[config.mk]
export PLATFORM = sky130hd
export DESIGN_NAME = mem_top
export DESIGN_NICKNAME = d
export VERILOG_FILES = /design/src/mem_pkg.sv /design/src/sram_ctrl.sv /design/src/mem_stage.sv /design/src/mem_top.sv
export SDC_FILE = /design/constraint.sdc
export NUM_CORES = 1
export LEC_CHECK = 0
export BUFFER_PORTS_ARGS = -buffer_cell sky130_fd_sc_hd__buf_2
export CORE_MARGIN = 8
export CORE_UTILIZATION = 37
export DETAILED_ROUTE_END_ITERATION = 16
export PLACE_DENSITY = 0.9
export SLEW_MARGIN = 10
export SYNTH_ARGS = -nofsm -noshare
export SYNTH_HDL_FRONTEND = slang
export SYNTH_SLANG_ARGS = --single-unit
export TNS_END_PERCENT = 100
[constraint.sdc]
create_clock -name clk -period 2.9 [get_ports clk]
set_clock_uncertainty 0.05 [all_clocks]
set_input_delay 0.435 -clock clk [delete_from_list [all_inputs] [get_ports clk]]
set_output_delay 0.435 -clock clk [all_outputs]
set_load 0.05 [all_outputs]
[src/mem_pkg.sv]
package mem_pkg;

    typedef logic [31:0] word_t;
    typedef logic [16:0] sram_addr_t;  // SRAM word address
    typedef logic [3:0]  reg_idx_t;

    // Memory opcode from execute
    typedef enum logic [1:0] {
        MEM_NONE  = 2'd0,
        MEM_LOAD  = 2'd1,
        MEM_STORE = 2'd2
    } mem_op_e;

    // SRAM controller states
    typedef enum logic [1:0] {
        S_IDLE  = 2'b00,
        S_READ  = 2'b01,
        S_WRITE = 2'b10
    } sram_state_e;

    // Data space starts here, below is instruction space
    localparam word_t DATA_BASE = 32'd1024;

    // Request from execute stage
    typedef struct packed {
        mem_op_e  op;
        word_t    address;     // Byte address, word aligned
        word_t    store_data;
        word_t    alu_result;  // Result for non-load ops
        reg_idx_t dest;
        logic     wb_en;
    } mem_req_t;

    // Record handed to write-back
    typedef struct packed {
        logic     wb_en;
        reg_idx_t dest;
        word_t    value;
    } wb_t;

endpackage

[src/sram_ctrl.sv]
`timescale 1ns/10ps

module sram_ctrl #(
    parameter int unsigned WAIT_CYCLES = 5
) (
    input  logic                 clk,
    input  logic                 rst,

    // Request side
    input  mem_pkg::mem_op_e     op,
    input  mem_pkg::word_t       address,
    input  mem_pkg::word_t       store_data,
    output mem_pkg::word_t       read_data,
    output logic                 ready,

    // SRAM pins
    output mem_pkg::sram_addr_t  sram_addr,
    output mem_pkg::word_t       sram_wdata,
    input  mem_pkg::word_t       sram_rdata,
    output logic                 sram_we_n
);
    import mem_pkg::*;

    localparam logic [2:0] WAIT_LAST = 3'(WAIT_CYCLES);

    sram_state_e state;
    sram_state_e state_next;
    logic [2:0]  count;
    logic [2:0]  count_next;
    logic        busy;
    logic        start;
    word_t       offset;

    // Access still inside its wait window
    assign busy  = (state != S_IDLE) && (count != WAIT_LAST);
    assign start = (state == S_IDLE) && (op != MEM_NONE);

    always_comb begin
        state_next = state;
        count_next = 3'd0;
        case (state)
            S_IDLE: begin
                if (op == MEM_LOAD) begin
                    state_next = S_READ;
                end else if (op == MEM_STORE) begin
                    state_next = S_WRITE;
                end
            end
            S_READ, S_WRITE: begin
                if (busy) begin
                    count_next = count + 3'd1;
                end else begin
                    state_next = S_IDLE;  // Last cycle with valid data
                end
            end
            default: begin
                state_next = S_IDLE;
            end
        endcase
    end

    always_ff @(posedge clk) begin
        if (rst) begin
            state <= S_IDLE;
            count <= 3'd0;
        end else begin
            state <= state_next;
            count <= count_next;
        end
    end

    // Ready drops as soon as a request shows up in idle
    assign ready = !(busy || start);

    // Word address relative to data base
    assign offset    = address - DATA_BASE;
    assign sram_addr = offset[18:2];

    assign sram_wdata = store_data;
    assign sram_we_n  = !((state == S_WRITE) && busy);  // Held low over the wait window
    assign read_data  = sram_rdata;

    a_addr_legal: assert property (
        @(posedge clk) disable iff (rst)
        start |-> (address >= DATA_BASE) && (address[1:0] == 2'b00)
    ) else $error("sram_ctrl: illegal data address %h", address);

    // Request source must hold the request while stalled
    a_req_stable: assert property (
        @(posedge clk) disable iff (rst)
        !ready |=> $stable(op) && $stable(address)
    ) else $error("sram_ctrl: request changed under freeze");

    a_we_in_write: assert property (
        @(posedge clk) disable iff (rst)
        !sram_we_n |-> (state == S_WRITE)
    ) else $error("sram_ctrl: write enable outside S_WRITE");

    // Freeze is exactly WAIT_CYCLES+1 cycles per access
    a_access_len: assert property (
        @(posedge clk) disable iff (rst)
        start |=> (!ready) [*WAIT_CYCLES] ##1 ready
    ) else $error("sram_ctrl: access length wrong");

endmodule

[src/mem_stage.sv]
`timescale 1ns/10ps

module mem_stage #(
    parameter int unsigned WAIT_CYCLES = 5
) (
    input  logic                 clk,
    input  logic                 rst,

    // From execute
    input  mem_pkg::mem_req_t    req,
    output logic                 freeze,

    // To write-back
    output mem_pkg::wb_t         wb,

    // SRAM pins
    output mem_pkg::sram_addr_t  sram_addr,
    output mem_pkg::word_t       sram_wdata,
    input  mem_pkg::word_t       sram_rdata,
    output logic                 sram_we_n
);
    import mem_pkg::*;

    logic  ready;
    word_t read_data;
    wb_t   wb_next;

    sram_ctrl #(
        .WAIT_CYCLES (WAIT_CYCLES)
    ) u_sram_ctrl (
        .clk        (clk),
        .rst        (rst),
        .op         (req.op),
        .address    (req.address),
        .store_data (req.store_data),
        .read_data  (read_data),
        .ready      (ready),
        .sram_addr  (sram_addr),
        .sram_wdata (sram_wdata),
        .sram_rdata (sram_rdata),
        .sram_we_n  (sram_we_n)
    );

    // Whole pipeline stalls while the access runs
    assign freeze = !ready;

    // Write-back value select
    always_comb begin
        wb_next.wb_en = req.wb_en && (req.op != MEM_STORE);  // Stores write no register
        wb_next.dest  = req.dest;
        if (req.op == MEM_LOAD) begin
            wb_next.value = read_data;
        end else begin
            wb_next.value = req.alu_result;
        end
    end

    // MEM/WB register
    always_ff @(posedge clk) begin
        if (ready) begin
            wb.dest  <= wb_next.dest;
            wb.value <= wb_next.value;
        end
        if (rst) begin
            wb.wb_en <= 1'b0;
        end else begin
            wb.wb_en <= ready && wb_next.wb_en;  // Bubble while frozen
        end
    end

    // Back-to-back records only from non-memory requests,
    // a memory op always leaves a bubble ahead of its record
    a_one_record: assert property (
        @(posedge clk) disable iff (rst)
        (wb.wb_en && $past(wb.wb_en)) |-> ($past(req.op) == MEM_NONE)
    ) else $error("mem_stage: repeated record for a frozen request");

endmodule

[src/mem_top.sv]
`timescale 1ns/10ps

module mem_top #(
    parameter int unsigned WAIT_CYCLES = 5
) (
    input  logic                 clk,
    input  logic                 rst,

    // Execute stage side
    input  mem_pkg::mem_req_t    req,
    output logic                 freeze,

    // Write-back side
    output mem_pkg::wb_t         wb,

    // External asynchronous SRAM
    output mem_pkg::sram_addr_t  sram_addr,
    output mem_pkg::word_t       sram_wdata,
    input  mem_pkg::word_t       sram_rdata,
    output logic                 sram_we_n
);
    import mem_pkg::*;

    mem_req_t   req_w;
    wb_t        wb_w;
    logic       freeze_w;
    sram_addr_t sram_addr_w;
    word_t      sram_wdata_w;
    logic       sram_we_n_w;

    assign req_w = req;

    mem_stage #(
        .WAIT_CYCLES (WAIT_CYCLES)
    ) u_mem_stage (
        .clk        (clk),
        .rst        (rst),
        .req        (req_w),
        .freeze     (freeze_w),
        .wb         (wb_w),
        .sram_addr  (sram_addr_w),
        .sram_wdata (sram_wdata_w),
        .sram_rdata (sram_rdata),
        .sram_we_n  (sram_we_n_w)
    );

    assign freeze     = freeze_w;
    assign wb         = wb_w;
    assign sram_addr  = sram_addr_w;   // No extra pipelining on the pins
    assign sram_wdata = sram_wdata_w;
    assign sram_we_n  = sram_we_n_w;

endmodule

==> impl_metrics.csv, run 1 <==
group,metric,value,unit
outcome,outcome,"completed",
layout,final_design_area_excluding_fillers,2900,µm²
setup_path,path_max_fanout,7,
layout,layout.nets,404,
yosys,synth-async-reset-ratio,0,%
yosys,syn-num-nets,310,
layout,final-instance-count-excl-fill,340,
yosys,synth_edf_count,36,
timing,max_slew.worst_pin.slew,0.379,ns
yosys,ys_seq_elements,42,
floorplanning,floorplan.io_pins,225,
floorplanning,initial_core_util,37.8,%
yosys,mappedNetlistArea,2370,µm²
global_routing,grt_pass1_wl,8610,µm
yosys,yosys.cell_types.count,25,
power,power_density_of_the_placed_cells,525,nW/µm²
layout,n_fill_cell,553,
place,buffer_ports.inserted,129,
setup_path,ff2ff_path_depth,6,
clock_network,cts-resized-gates,0,
layout,syn_to_final_growth,22.3,%
hold_path,hold-path-cell-count,1,
yosys,synth.avg_cell_area,14.1,µm²
clock_network,cts_setup_buffers,0,
drt,route.detailed.wl_per_inst,18.6,µm
yosys,yosys.area_share.simple,5.75,%
global_routing,grt_max_degree,31,
place,hpwl,5400,µm
drt,drt_wl_total,6330,µm
global_routing,first_global_vias,1661,
layout,antenna-diode-count,0,
setup_path,worstPathRequired,2.41,ns
setup_path,crit_path_end_kind,"primary output",
drt,post-route-drc-count,0,
yosys,yosys_warnings,0,
clock_network,cts_hold_bufs,0,
setup_path,worstReg2RegStart,"u_mem_stage.u_sram_ctrl.state[1]",
clock_network,worst_skew_pair.late_latency,0.28,ns
global_routing,grt_antenna_before_repair,0,
hold_path,worstHoldEndpoint,"u_mem_stage.wb[34]",
timing,timing.final.crit_share,73.6,%
clock_network,cts_tree,"yes",
place,placed_area,2780,µm²
yosys,synth_seq_area_share,50.7,%
timing,finalSetupTns,0,ns
drt,drt-pass1-iter-count,4,
clock_network,cts_buffer_depth,2,
place,dpl.cell_count,332,
power,peak_supply_drop,0.000290,V
place,gpl.final_weighted_congestion,0.706,
power,p_total,1.52,mW
floorplanning,floorplan.rows,29,
job,max_cap_violations,0,
layout,final_core_occ,46.2,%
setup_path,rrSetupSlack,0.85,ns
yosys,synth_xor_area_share,2.96,%
global_routing,congestion_overflow_gr,0,
clock_network,inserted_clock_buffers,5,
yosys,synth_top_family_by_area,"multiplexers",
timing,finalWorstPathRequiredPeriod,2.13,ns
yosys,area_fraction_in_compound_gates_after_synthesis,2.01,%
global_routing,grt_use_total,12.6,%
yosys,synth_adder_area_share,2.64,%
yosys,synthesis.instances,168,
floorplanning,die_w,96.1,µm
drt,initialDrtViolationCount,53,
timing,rsz_0062_raised_after_global_routing,"no",
timing,max_slew_headroom,74.7,%
yosys,predominant_post_synthesis_flop_cell,"edfxtp_1",
timing,fin_max_slew_vios,0,
timing,achievable-frequency,0.469,GHz
clock_network,cts.htree.levels,2,
clock_network,cts.root.buffer_cell,"clkbuf_8",
clock_network,clk_pin_slew_worst_paths,0.08,ns
floorplanning,design.die.area,9230,µm²
setup_path,cp_data_arrival_time,1.65,ns
hold_path,min-delay-start,"req[3]",
setup_path,regToRegEndpoint,"u_mem_stage.wb[5]",
drt,via_count,1559,
setup_path,path_class,"reg -> out",
floorplanning,floorplan.core_area,6280,µm²
timing,final-setup-viol-count,0,
yosys,post_synth_mux_area_share,19.6,%
power,total_leakage_power,1.33,nW
clock_network,clock_sink_count,42,
drt,final_antenna_net_count,0,
timing,report.final.hold_viol_count,0,
layout,post_route_cells_drive_above_1_share,66.5,%
drt,vias_per_cell,4.59,
floorplanning,floorplan.die.height,96.1,µm
hold_path,min_path_type,"in -> reg",
setup_path,launching_element_type_of_the_critical_path,"flop",
## worst max-delay path by stage
stage	start	endpoint	slack (ns)	cells past startpoint
floorplan	req[79]	sram_addr[16]	0.43	4
global placement	u_mem_stage.u_sram_ctrl.state[0]	u_mem_stage.wb[17]	0.90	6
detailed placement	u_mem_stage.u_sram_ctrl.state[1]	u_mem_stage.wb[17]	0.84	6
CTS	u_mem_stage.u_sram_ctrl.state[0]	freeze	0.75	5
global route	u_mem_stage.u_sram_ctrl.state[0]	freeze	0.64	5
finish	u_mem_stage.u_sram_ctrl.state[0]	freeze	0.77	5
## power by group
group	switching, mW	total, mW	internal, mW
clock network	0.178	0.459	0.280
registers	0.00841	0.704	0.695
logic	0.226	0.360	0.133
total	0.413	1.52	1.11
## state kept, by name, summed over array words and instances, names as in the netlist
register                       cells
u_mem_stage.u_sram_ctrl.count      3
u_mem_stage.wb                    37
u_mem_stage.u_sram_ctrl.state      2
## placed cells by master (no fill, tap or decap), drive strengths merged
cell | synthesis | layout
nand3 | 3 | 3
ha | 5 | 5
nand2 | 7 | 7
nor4 | 1 | 1
inv | 7 | 7
edfxtp | 36 | 36
dfxtp | 6 | 6
nor2b | 2 | 2
xnor2 | 5 | 5
nor2 | 3 | 3
a2bb2oi | 2 | 2
and3b | 1 | 1
mux2 | 32 | 32
nor4b | 2 | 2
bufinv | 0 | 1
nor3 | 5 | 5
a21oi | 4 | 4
buf | 44 | 131
clkbuf | 0 | 7
xor2 | 3 | 3
## metrics by stage
stage / worst slack (ns) / hold WS, ns
after global placement: 0.896 / 0.395
after global routing: 0.638 / 0.251
final: 0.766 / 0.272
after floorplan: 0.435 / 0.383
after CTS: 0.748 / 0.260
after detailed placement: 0.837 / 0.419
## kinds of logic (layout without fill, tap and decap cells)
group                    after synthesis  in the layout
buffers and inverters                 51            146
AO/OA/AOI/OAI                          6              6
XOR/XNOR                               8              8
AND/OR/NAND/NOR                       24             24
multiplexers                          32             32
adder cells (fa/ha/maj)                5              5
flip-flops                            42             42
## cells in the mapped netlist (4+ instances only)
| master | instances | area (µm²) |
|---|---|---|
| dfxtp_1 | 6 | 120 |
| mux2_4 | 28 | 420 |
| buf_4 | 40 | 300 |
| nand2_1 | 7 | 26.3 |
| ha_1 | 5 | 62.6 |
| mux2_2 | 4 | 45.0 |
| nor3_1 | 5 | 25.0 |
| xnor2_1 | 5 | 43.8 |
| edfxtp_1 | 36 | 1080 |
| inv_1 | 7 | 26.3 |
## layer usage
metal | up-vias | routed length, µm | track usage [%] | share of wire, %
li1 | 738 | - | - | -
met1 | 688 | 2070 | 11.9 | 33
met2 | 125 | 3050 | 21.5 | 48
met3 | 8 | 1140 | 8.42 | 18
met4 | 0 | 63 | 4.35 | 1.0
met5 | - | 0 | 0 | 0
## final cells by class
class / instances / area [µm²] / area share [%]
Tap cell: 77 / 96.3 / 3.32
Timing Repair Buffer: 131 / 673 / 23.2
Multi-Input combinational cell: 75 / 786 / 27.1
Clock inverter: 1 / 30.0 / 1.04
Clock buffer: 7 / 86.3 / 2.98
Inverter: 7 / 26.3 / 0.906
Sequential cell: 42 / 1200 / 41.4
## critical path: stages, from the launching register on
cell and delay [ns]:
dfxtp_1 0.32, inv_1 0.09, ha_1 0.31, and3b_1 0.22, a21oi_2 0.14, buf_2 0.29
(Power assumes the default switching activity.)
==> run 2, diff against run 1 <==
==> constraint.sdc (replaced) <==
create_clock -name clk -period 2.05 [get_ports clk]
set_clock_uncertainty 0.05 [all_clocks]
set_input_delay 0.3075 -clock clk [delete_from_list [all_inputs] [get_ports clk]]
set_output_delay 0.3075 -clock clk [all_outputs]
set_load 0.05 [all_outputs]
==> run 2 against run 1 <==
Worst setup slack lost 0.62 ns. Cell area grew 1.4%. Clock-buffer cell count shrank 1. Hold slack lost 0.13 ns. Largest cell class unchanged. Largest power group unchanged.
==> impl_metrics.csv, run 2 (synthesis results as in run 1) <==
group,metric,value,unit
layout,largest_reg_flops,37,
global_routing,congestion_overflow_gr,0,
layout,layout.nets,405,
layout,final_design_area_excluding_fillers,2940,µm²
setup_path,crit_path_end_kind,"primary output",
clock_network,cts_setup_buffers,0,
drt,final_antenna_net_count,0,
floorplanning,floorplan.rows,29,
hold_path,min_path_type,"in -> reg",
drt,via_count,1555,
setup_path,rrSetupSlack,0.29,ns
timing,hold_ws,0.146,ns
drt,route.detailed.wl_per_inst,17.6,µm
timing,timing.final.ws_setup,0.148,ns
place,gpl.final_weighted_congestion,0.729,
global_routing,first_global_vias,1675,
clock_network,cts_tree,"yes",
global_routing,grt_use_total,12.1,%
timing,final-setup-viol-count,0,
setup_path,path_max_fanout,7,
layout,multiInputGateArea,836,µm²
floorplanning,floorplan.io_pins,225,
setup_path,worstPathRequired,1.69,ns
floorplanning,design.die.area,9230,µm²
clock_network,cts.root.buffer_cell,"clkbuf_8",
timing,max_slew.worst_pin.slew,0.320,ns
drt,post-route-drc-count,0,
setup_path,critical-path-slowest-cell,"dfxtp_2",
timing,fin_max_slew_vios,0,
place,post-place-ws,0.280,ns
power,peak_supply_drop,0.000369,V
layout,layout.cells.most_common_list,"buf_2 (129), edfxtp_1 (36), mux2_4 (28)",
layout,mostFrequentLayoutCell,"buf_2",
timing,achievable-frequency,0.526,GHz
hold_path,min-delay-start,"req[4]",
place,placed_area,2860,µm²
clock_network,cts_hold_bufs,0,
power,power_density_of_the_placed_cells,684,nW/µm²
setup_path,critical_path.cell_chain,"inv_2 > ha_4 > and3b_1 > a21oi_4 > buf_2",
place,buffer_ports.inserted,129,
clock_network,clock_sink_count,42,
global_routing,grt_max_degree,29,
timing,finalWorstPathRequiredPeriod,1.90,ns
power,total_leakage_power,1.34,nW
layout,regMostFlops,"u_mem_stage.wb",
timing,max_slew_headroom,78.4,%
setup_path,path_class,"reg -> out",
timing,timing.final.crit_share,92.8,%
clock_network,worst_skew_pair.late_latency,0.28,ns
setup_path,ff2ff_path_depth,6,
setup_path,launching_element_type_of_the_critical_path,"flop",
clock_network,cts-resized-gates,0,
power,p_total,2.01,mW
setup_path,cpPeakStageDelay,0.34,ns
layout,sequential_cell_area,1200,µm²
floorplanning,die_w,96.1,µm
layout,layout_top_registers,"u_mem_stage.wb x37, u_mem_stage.u_sram_ctrl.count x3, u_mem_stage.u_sram_ctrl.state x2",
timing,report.final.hold_viol_count,0,
drt,vias_per_cell,4.56,
clock_network,clk_pin_slew_worst_paths,0.07,ns
layout,syn_to_final_growth,24.0,%
timing,rsz_0062_raised_after_global_routing,"no",
clock_network,cts.htree.levels,2,
setup_path,worstReg2RegStart,"u_mem_stage.u_sram_ctrl.state[1]",
global_routing,grt_pass1_wl,8440,µm
clock_network,inserted_clock_buffers,5,
place,hpwl,5180,µm
hold_path,hold-path-cell-count,1,
layout,n_fill_cell,557,
job,max_cap_violations,0,
clock_network,cts_buffer_depth,2,
hold_path,worstHoldEndpoint,"u_mem_stage.wb[35]",
floorplanning,floorplan.die.height,96.1,µm
drt,drt_wl_total,6020,µm
drt,initialDrtViolationCount,38,
layout,post_route_cells_drive_above_1_share,70.1,%
global_routing,grt_antenna_before_repair,0,
floorplanning,floorplan.core_area,6280,µm²
layout,antenna-diode-count,0,
drt,drt-pass1-iter-count,3,
outcome,outcome,"completed",
floorplanning,initial_core_util,37.8,%
setup_path,cp_data_arrival_time,1.54,ns
setup_path,regToRegEndpoint,"u_mem_stage.wb[25]",
[run 2: changes by cell type in the layout (fill, tap and decap cells not counted), sizes merged]
cell,delta
buf,+1
bufinv,-1
clkbuf,-1
clkinv,+2
clkinvlp,+1
inv,-1
[run 2: power breakdown]
part	switching (mW)	internal, mW	total [mW]	leakage (nW)
combinational	0.327	0.203	0.530	0.914
clock	0.251	0.236	0.487	0.0450
sequential	0.0118	0.984	0.995	0.384
total	0.590	1.42	2.01	1.34
[run 2: through the flow]
step	setup TNS [ns]	util, %	std cells
3_5_place_dp	0	45.5	333
3_3_place_gp	0	45.5	333
4_1_cts	0	46.8	341
5_1_grt	0	46.8	341
6_report	0	46.8	341
2_1_floorplan	-5.86	-	168
[run 2: final cells by class]
class	instances	area share (%)
inverter	7	1.02
multi-input combinational	75	28.4
clock buffer	6	2.47
clock inverter	2	0.340
sequential	42	40.9
tap	77	3.28
timing repair buffer	132	23.6
[run 2: worst max path at each step]
stage | startpoint | endpoint | slack [ns] | cells past startpoint
finish | u_mem_stage.u_sram_ctrl.state[1] | freeze | 0.15 | 5
global placement | u_mem_stage.u_sram_ctrl.state[1] | u_mem_stage.wb[1] | 0.32 | 6
CTS | u_mem_stage.u_sram_ctrl.state[1] | freeze | 0.12 | 5
floorplan | u_mem_stage.u_sram_ctrl.state[1] | u_mem_stage.wb[0] | -0.16 | 5
detailed placement | u_mem_stage.u_sram_ctrl.state[1] | u_mem_stage.wb[23] | 0.28 | 6
global route | u_mem_stage.u_sram_ctrl.state[1] | freeze | 0.05 | 5
[run 2: metal layers]
metal  global-route usage [%]  up-vias  part of all wire [%]
met1                     12.3      688                    35
li1                         -      736                     -
met3                     6.94       10                    17
met4                     5.12        0                   1.5
met5                        0        -                     0
met2                     20.0      121                    46
[run 2: critical path, delay by kind of cell (launching register included)]
kind	cells	cell delay (ns)
AOI/OAI and AO/OA	1	0.16
adders and majority gates	1	0.18
buffers and inverters	2	0.36
DFF	1	0.34
and+or+nand+nor	1	0.21
==> run 3, diff against run 2 <==
==> constraint.sdc (replaced) <==
create_clock -name clk -period 2 [get_ports clk]
set_clock_uncertainty 0.05 [all_clocks]
set_input_delay 0.3 -clock clk [delete_from_list [all_inputs] [get_ports clk]]
set_output_delay 0.3 -clock clk [all_outputs]
set_load 0.05 [all_outputs]
==> run 3 against run 2 <==
Critical path depth is the same. Non-clock buffer count rose by 1. Via count fell by 0.58%. Power increased by 9.1%. Clock-buffer cell count is the same. Core utilization rose by 0.36 points.
==> impl_metrics.csv, run 3 (synthesis results as in run 1) <==
group,metric,value,unit
clock_network,worst_skew_pair.late_latency,0.28,ns
drt,drt_wl_total,5970,µm
clock_network,cts-resized-gates,0,
timing,fin_max_slew_vios,0,
layout,layout_top_registers,"u_mem_stage.wb x37, u_mem_stage.u_sram_ctrl.count x3, u_mem_stage.u_sram_ctrl.state x2",
setup_path,crit_path_end_kind,"primary output",
global_routing,grt_antenna_before_repair,0,
drt,post-route-drc-count,0,
setup_path,worstPathRequired,1.65,ns
timing,achievable-frequency,0.528,GHz
power,peak_supply_drop,0.000470,V
power,power_density_of_the_placed_cells,741,nW/µm²
global_routing,gr-usage-met2,19.8,%
global_routing,globalRoute.busiestLayer,"met2",
power,total_leakage_power,1.35,nW
setup_path,path_class,"reg -> out",
floorplanning,floorplan.io_pins,225,
setup_path,worstReg2RegStart,"u_mem_stage.u_sram_ctrl.state[0]",
floorplanning,floorplan.rows,29,
drt,route.detailed.wl_per_inst,17.4,µm
place,hpwl,5100,µm
hold_path,min_path_type,"in -> reg",
timing,max_slew.worst_pin.slew,0.381,ns
global_routing,use_met1,11.8,%
timing,timing.final.ws_setup,0.105,ns
timing,finalSetupTns,0,ns
drt,vias_per_cell,4.52,
setup_path,cp_data_arrival_time,1.55,ns
layout,layout.cells.most_common_list,"buf_2 (129), edfxtp_1 (36), mux2_4 (28)",
clock_network,clock_sink_count,42,
floorplanning,design.die.area,9230,µm²
job,max_cap_violations,0,
global_routing,grt_use_total,12.0,%
setup_path,launching_element_type_of_the_critical_path,"flop",
layout,largest_reg_flops,37,
floorplanning,initial_core_util,37.8,%
layout,antenna-diode-count,0,
layout,mostFrequentLayoutCell,"buf_2",
timing,final-setup-viol-count,0,
timing,timing.final.crit_share,94.8,%
clock_network,cts_setup_buffers,0,
global_routing,grt_pass1_wl,8340,µm
clock_network,clk_pin_slew_worst_paths,0.07,ns
timing,report.final.hold_viol_count,0,
global_routing,grt_max_degree,29,
global_routing,first_global_vias,1666,
layout,layout.nets,406,
setup_path,setup.worst_path.start,"u_mem_stage.u_sram_ctrl.state[1]",
setup_path,path_max_fanout,7,
clock_network,cts_hold_bufs,0,
place,post-place-ws,0.246,ns
layout,regMostFlops,"u_mem_stage.wb",
floorplanning,die_w,96.1,µm
global_routing,grt.met3_usage,7.10,%
drt,drt-pass1-iter-count,4,
floorplanning,floorplan.core_area,6280,µm²
drt,initialDrtViolationCount,31,
clock_network,inserted_clock_buffers,5,
hold_path,min-delay-start,"req[4]",
layout,syn_to_final_growth,25.0,%
global_routing,congestion_overflow_gr,0,
place,buffer_ports.inserted,129,
outcome,outcome,"completed",
layout,final_core_occ,47.2,%
clock_network,cts_tree,"yes",
clock_network,cts.root.buffer_cell,"clkbuf_8",
floorplanning,floorplan.die.height,96.1,µm
layout,post_route_cells_drive_above_1_share,70.2,%
clock_network,cts.htree.levels,2,
timing,rsz_0062_raised_after_global_routing,"no",
timing,finalWorstPathRequiredPeriod,1.90,ns
drt,final_antenna_net_count,0,
clock_network,cts_buffer_depth,2,
timing,max_slew_headroom,74.3,%
place,gpl.final_weighted_congestion,0.726,
drt,via_count,1546,
## run 3: path summary, 6_finish.rpt
path              cells past startpoint  slack (ns)                               end
setup reg to reg                      6        0.27                u_mem_stage.wb[34]
hold reg to reg                       1        0.42  u_mem_stage.u_sram_ctrl.count[0]
setup / recovery                      5        0.10                            freeze
hold / removal                        1        0.14                u_mem_stage.wb[35]
## run 3: final cells by class
type	count	area, µm²
clock buffers	6	72.6
clock inverters	2	37.5
fillers	557	3310
inverters	7	30.0
multi-input cells	75	836
flip-flops and latches	42	1200
well taps	77	96.3
repair buffers	133	688
## run 3: report_power, final
part,internal [mW],switching [mW]
Clock,0.372,0.263
Combinational,0.206,0.335
Sequential,1.01,0.0120
## run 3: critical path: stages (launching register included)
cell and delay (ns):
dfxtp_2 0.35, inv_2 0.07, ha_4 0.18, and3b_1 0.21, a21oi_4 0.16, buf_2 0.29
## run 3: metrics by stage
stage	total power, mW	std cells	area, µm²	hold slack, ns
after detailed placement	1.58	334	2850	0.409
after CTS	2.23	342	2960	0.125
final	2.20	342	2960	0.138
after global routing	2.29	342	2960	0.125
after global placement	1.57	334	2850	0.397
after floorplan	1.63	168	2430	0.305
## run 3: metal layers
| layer | routed length (µm) | vias to the layer above |
|---|---|---|
| met3 | 1120 | 14 |
| met2 | 2720 | 127 |
| met4 | 121 | 0 |
| met5 | 0 | - |
| met1 | 2000 | 665 |
| li1 | - | 740 |
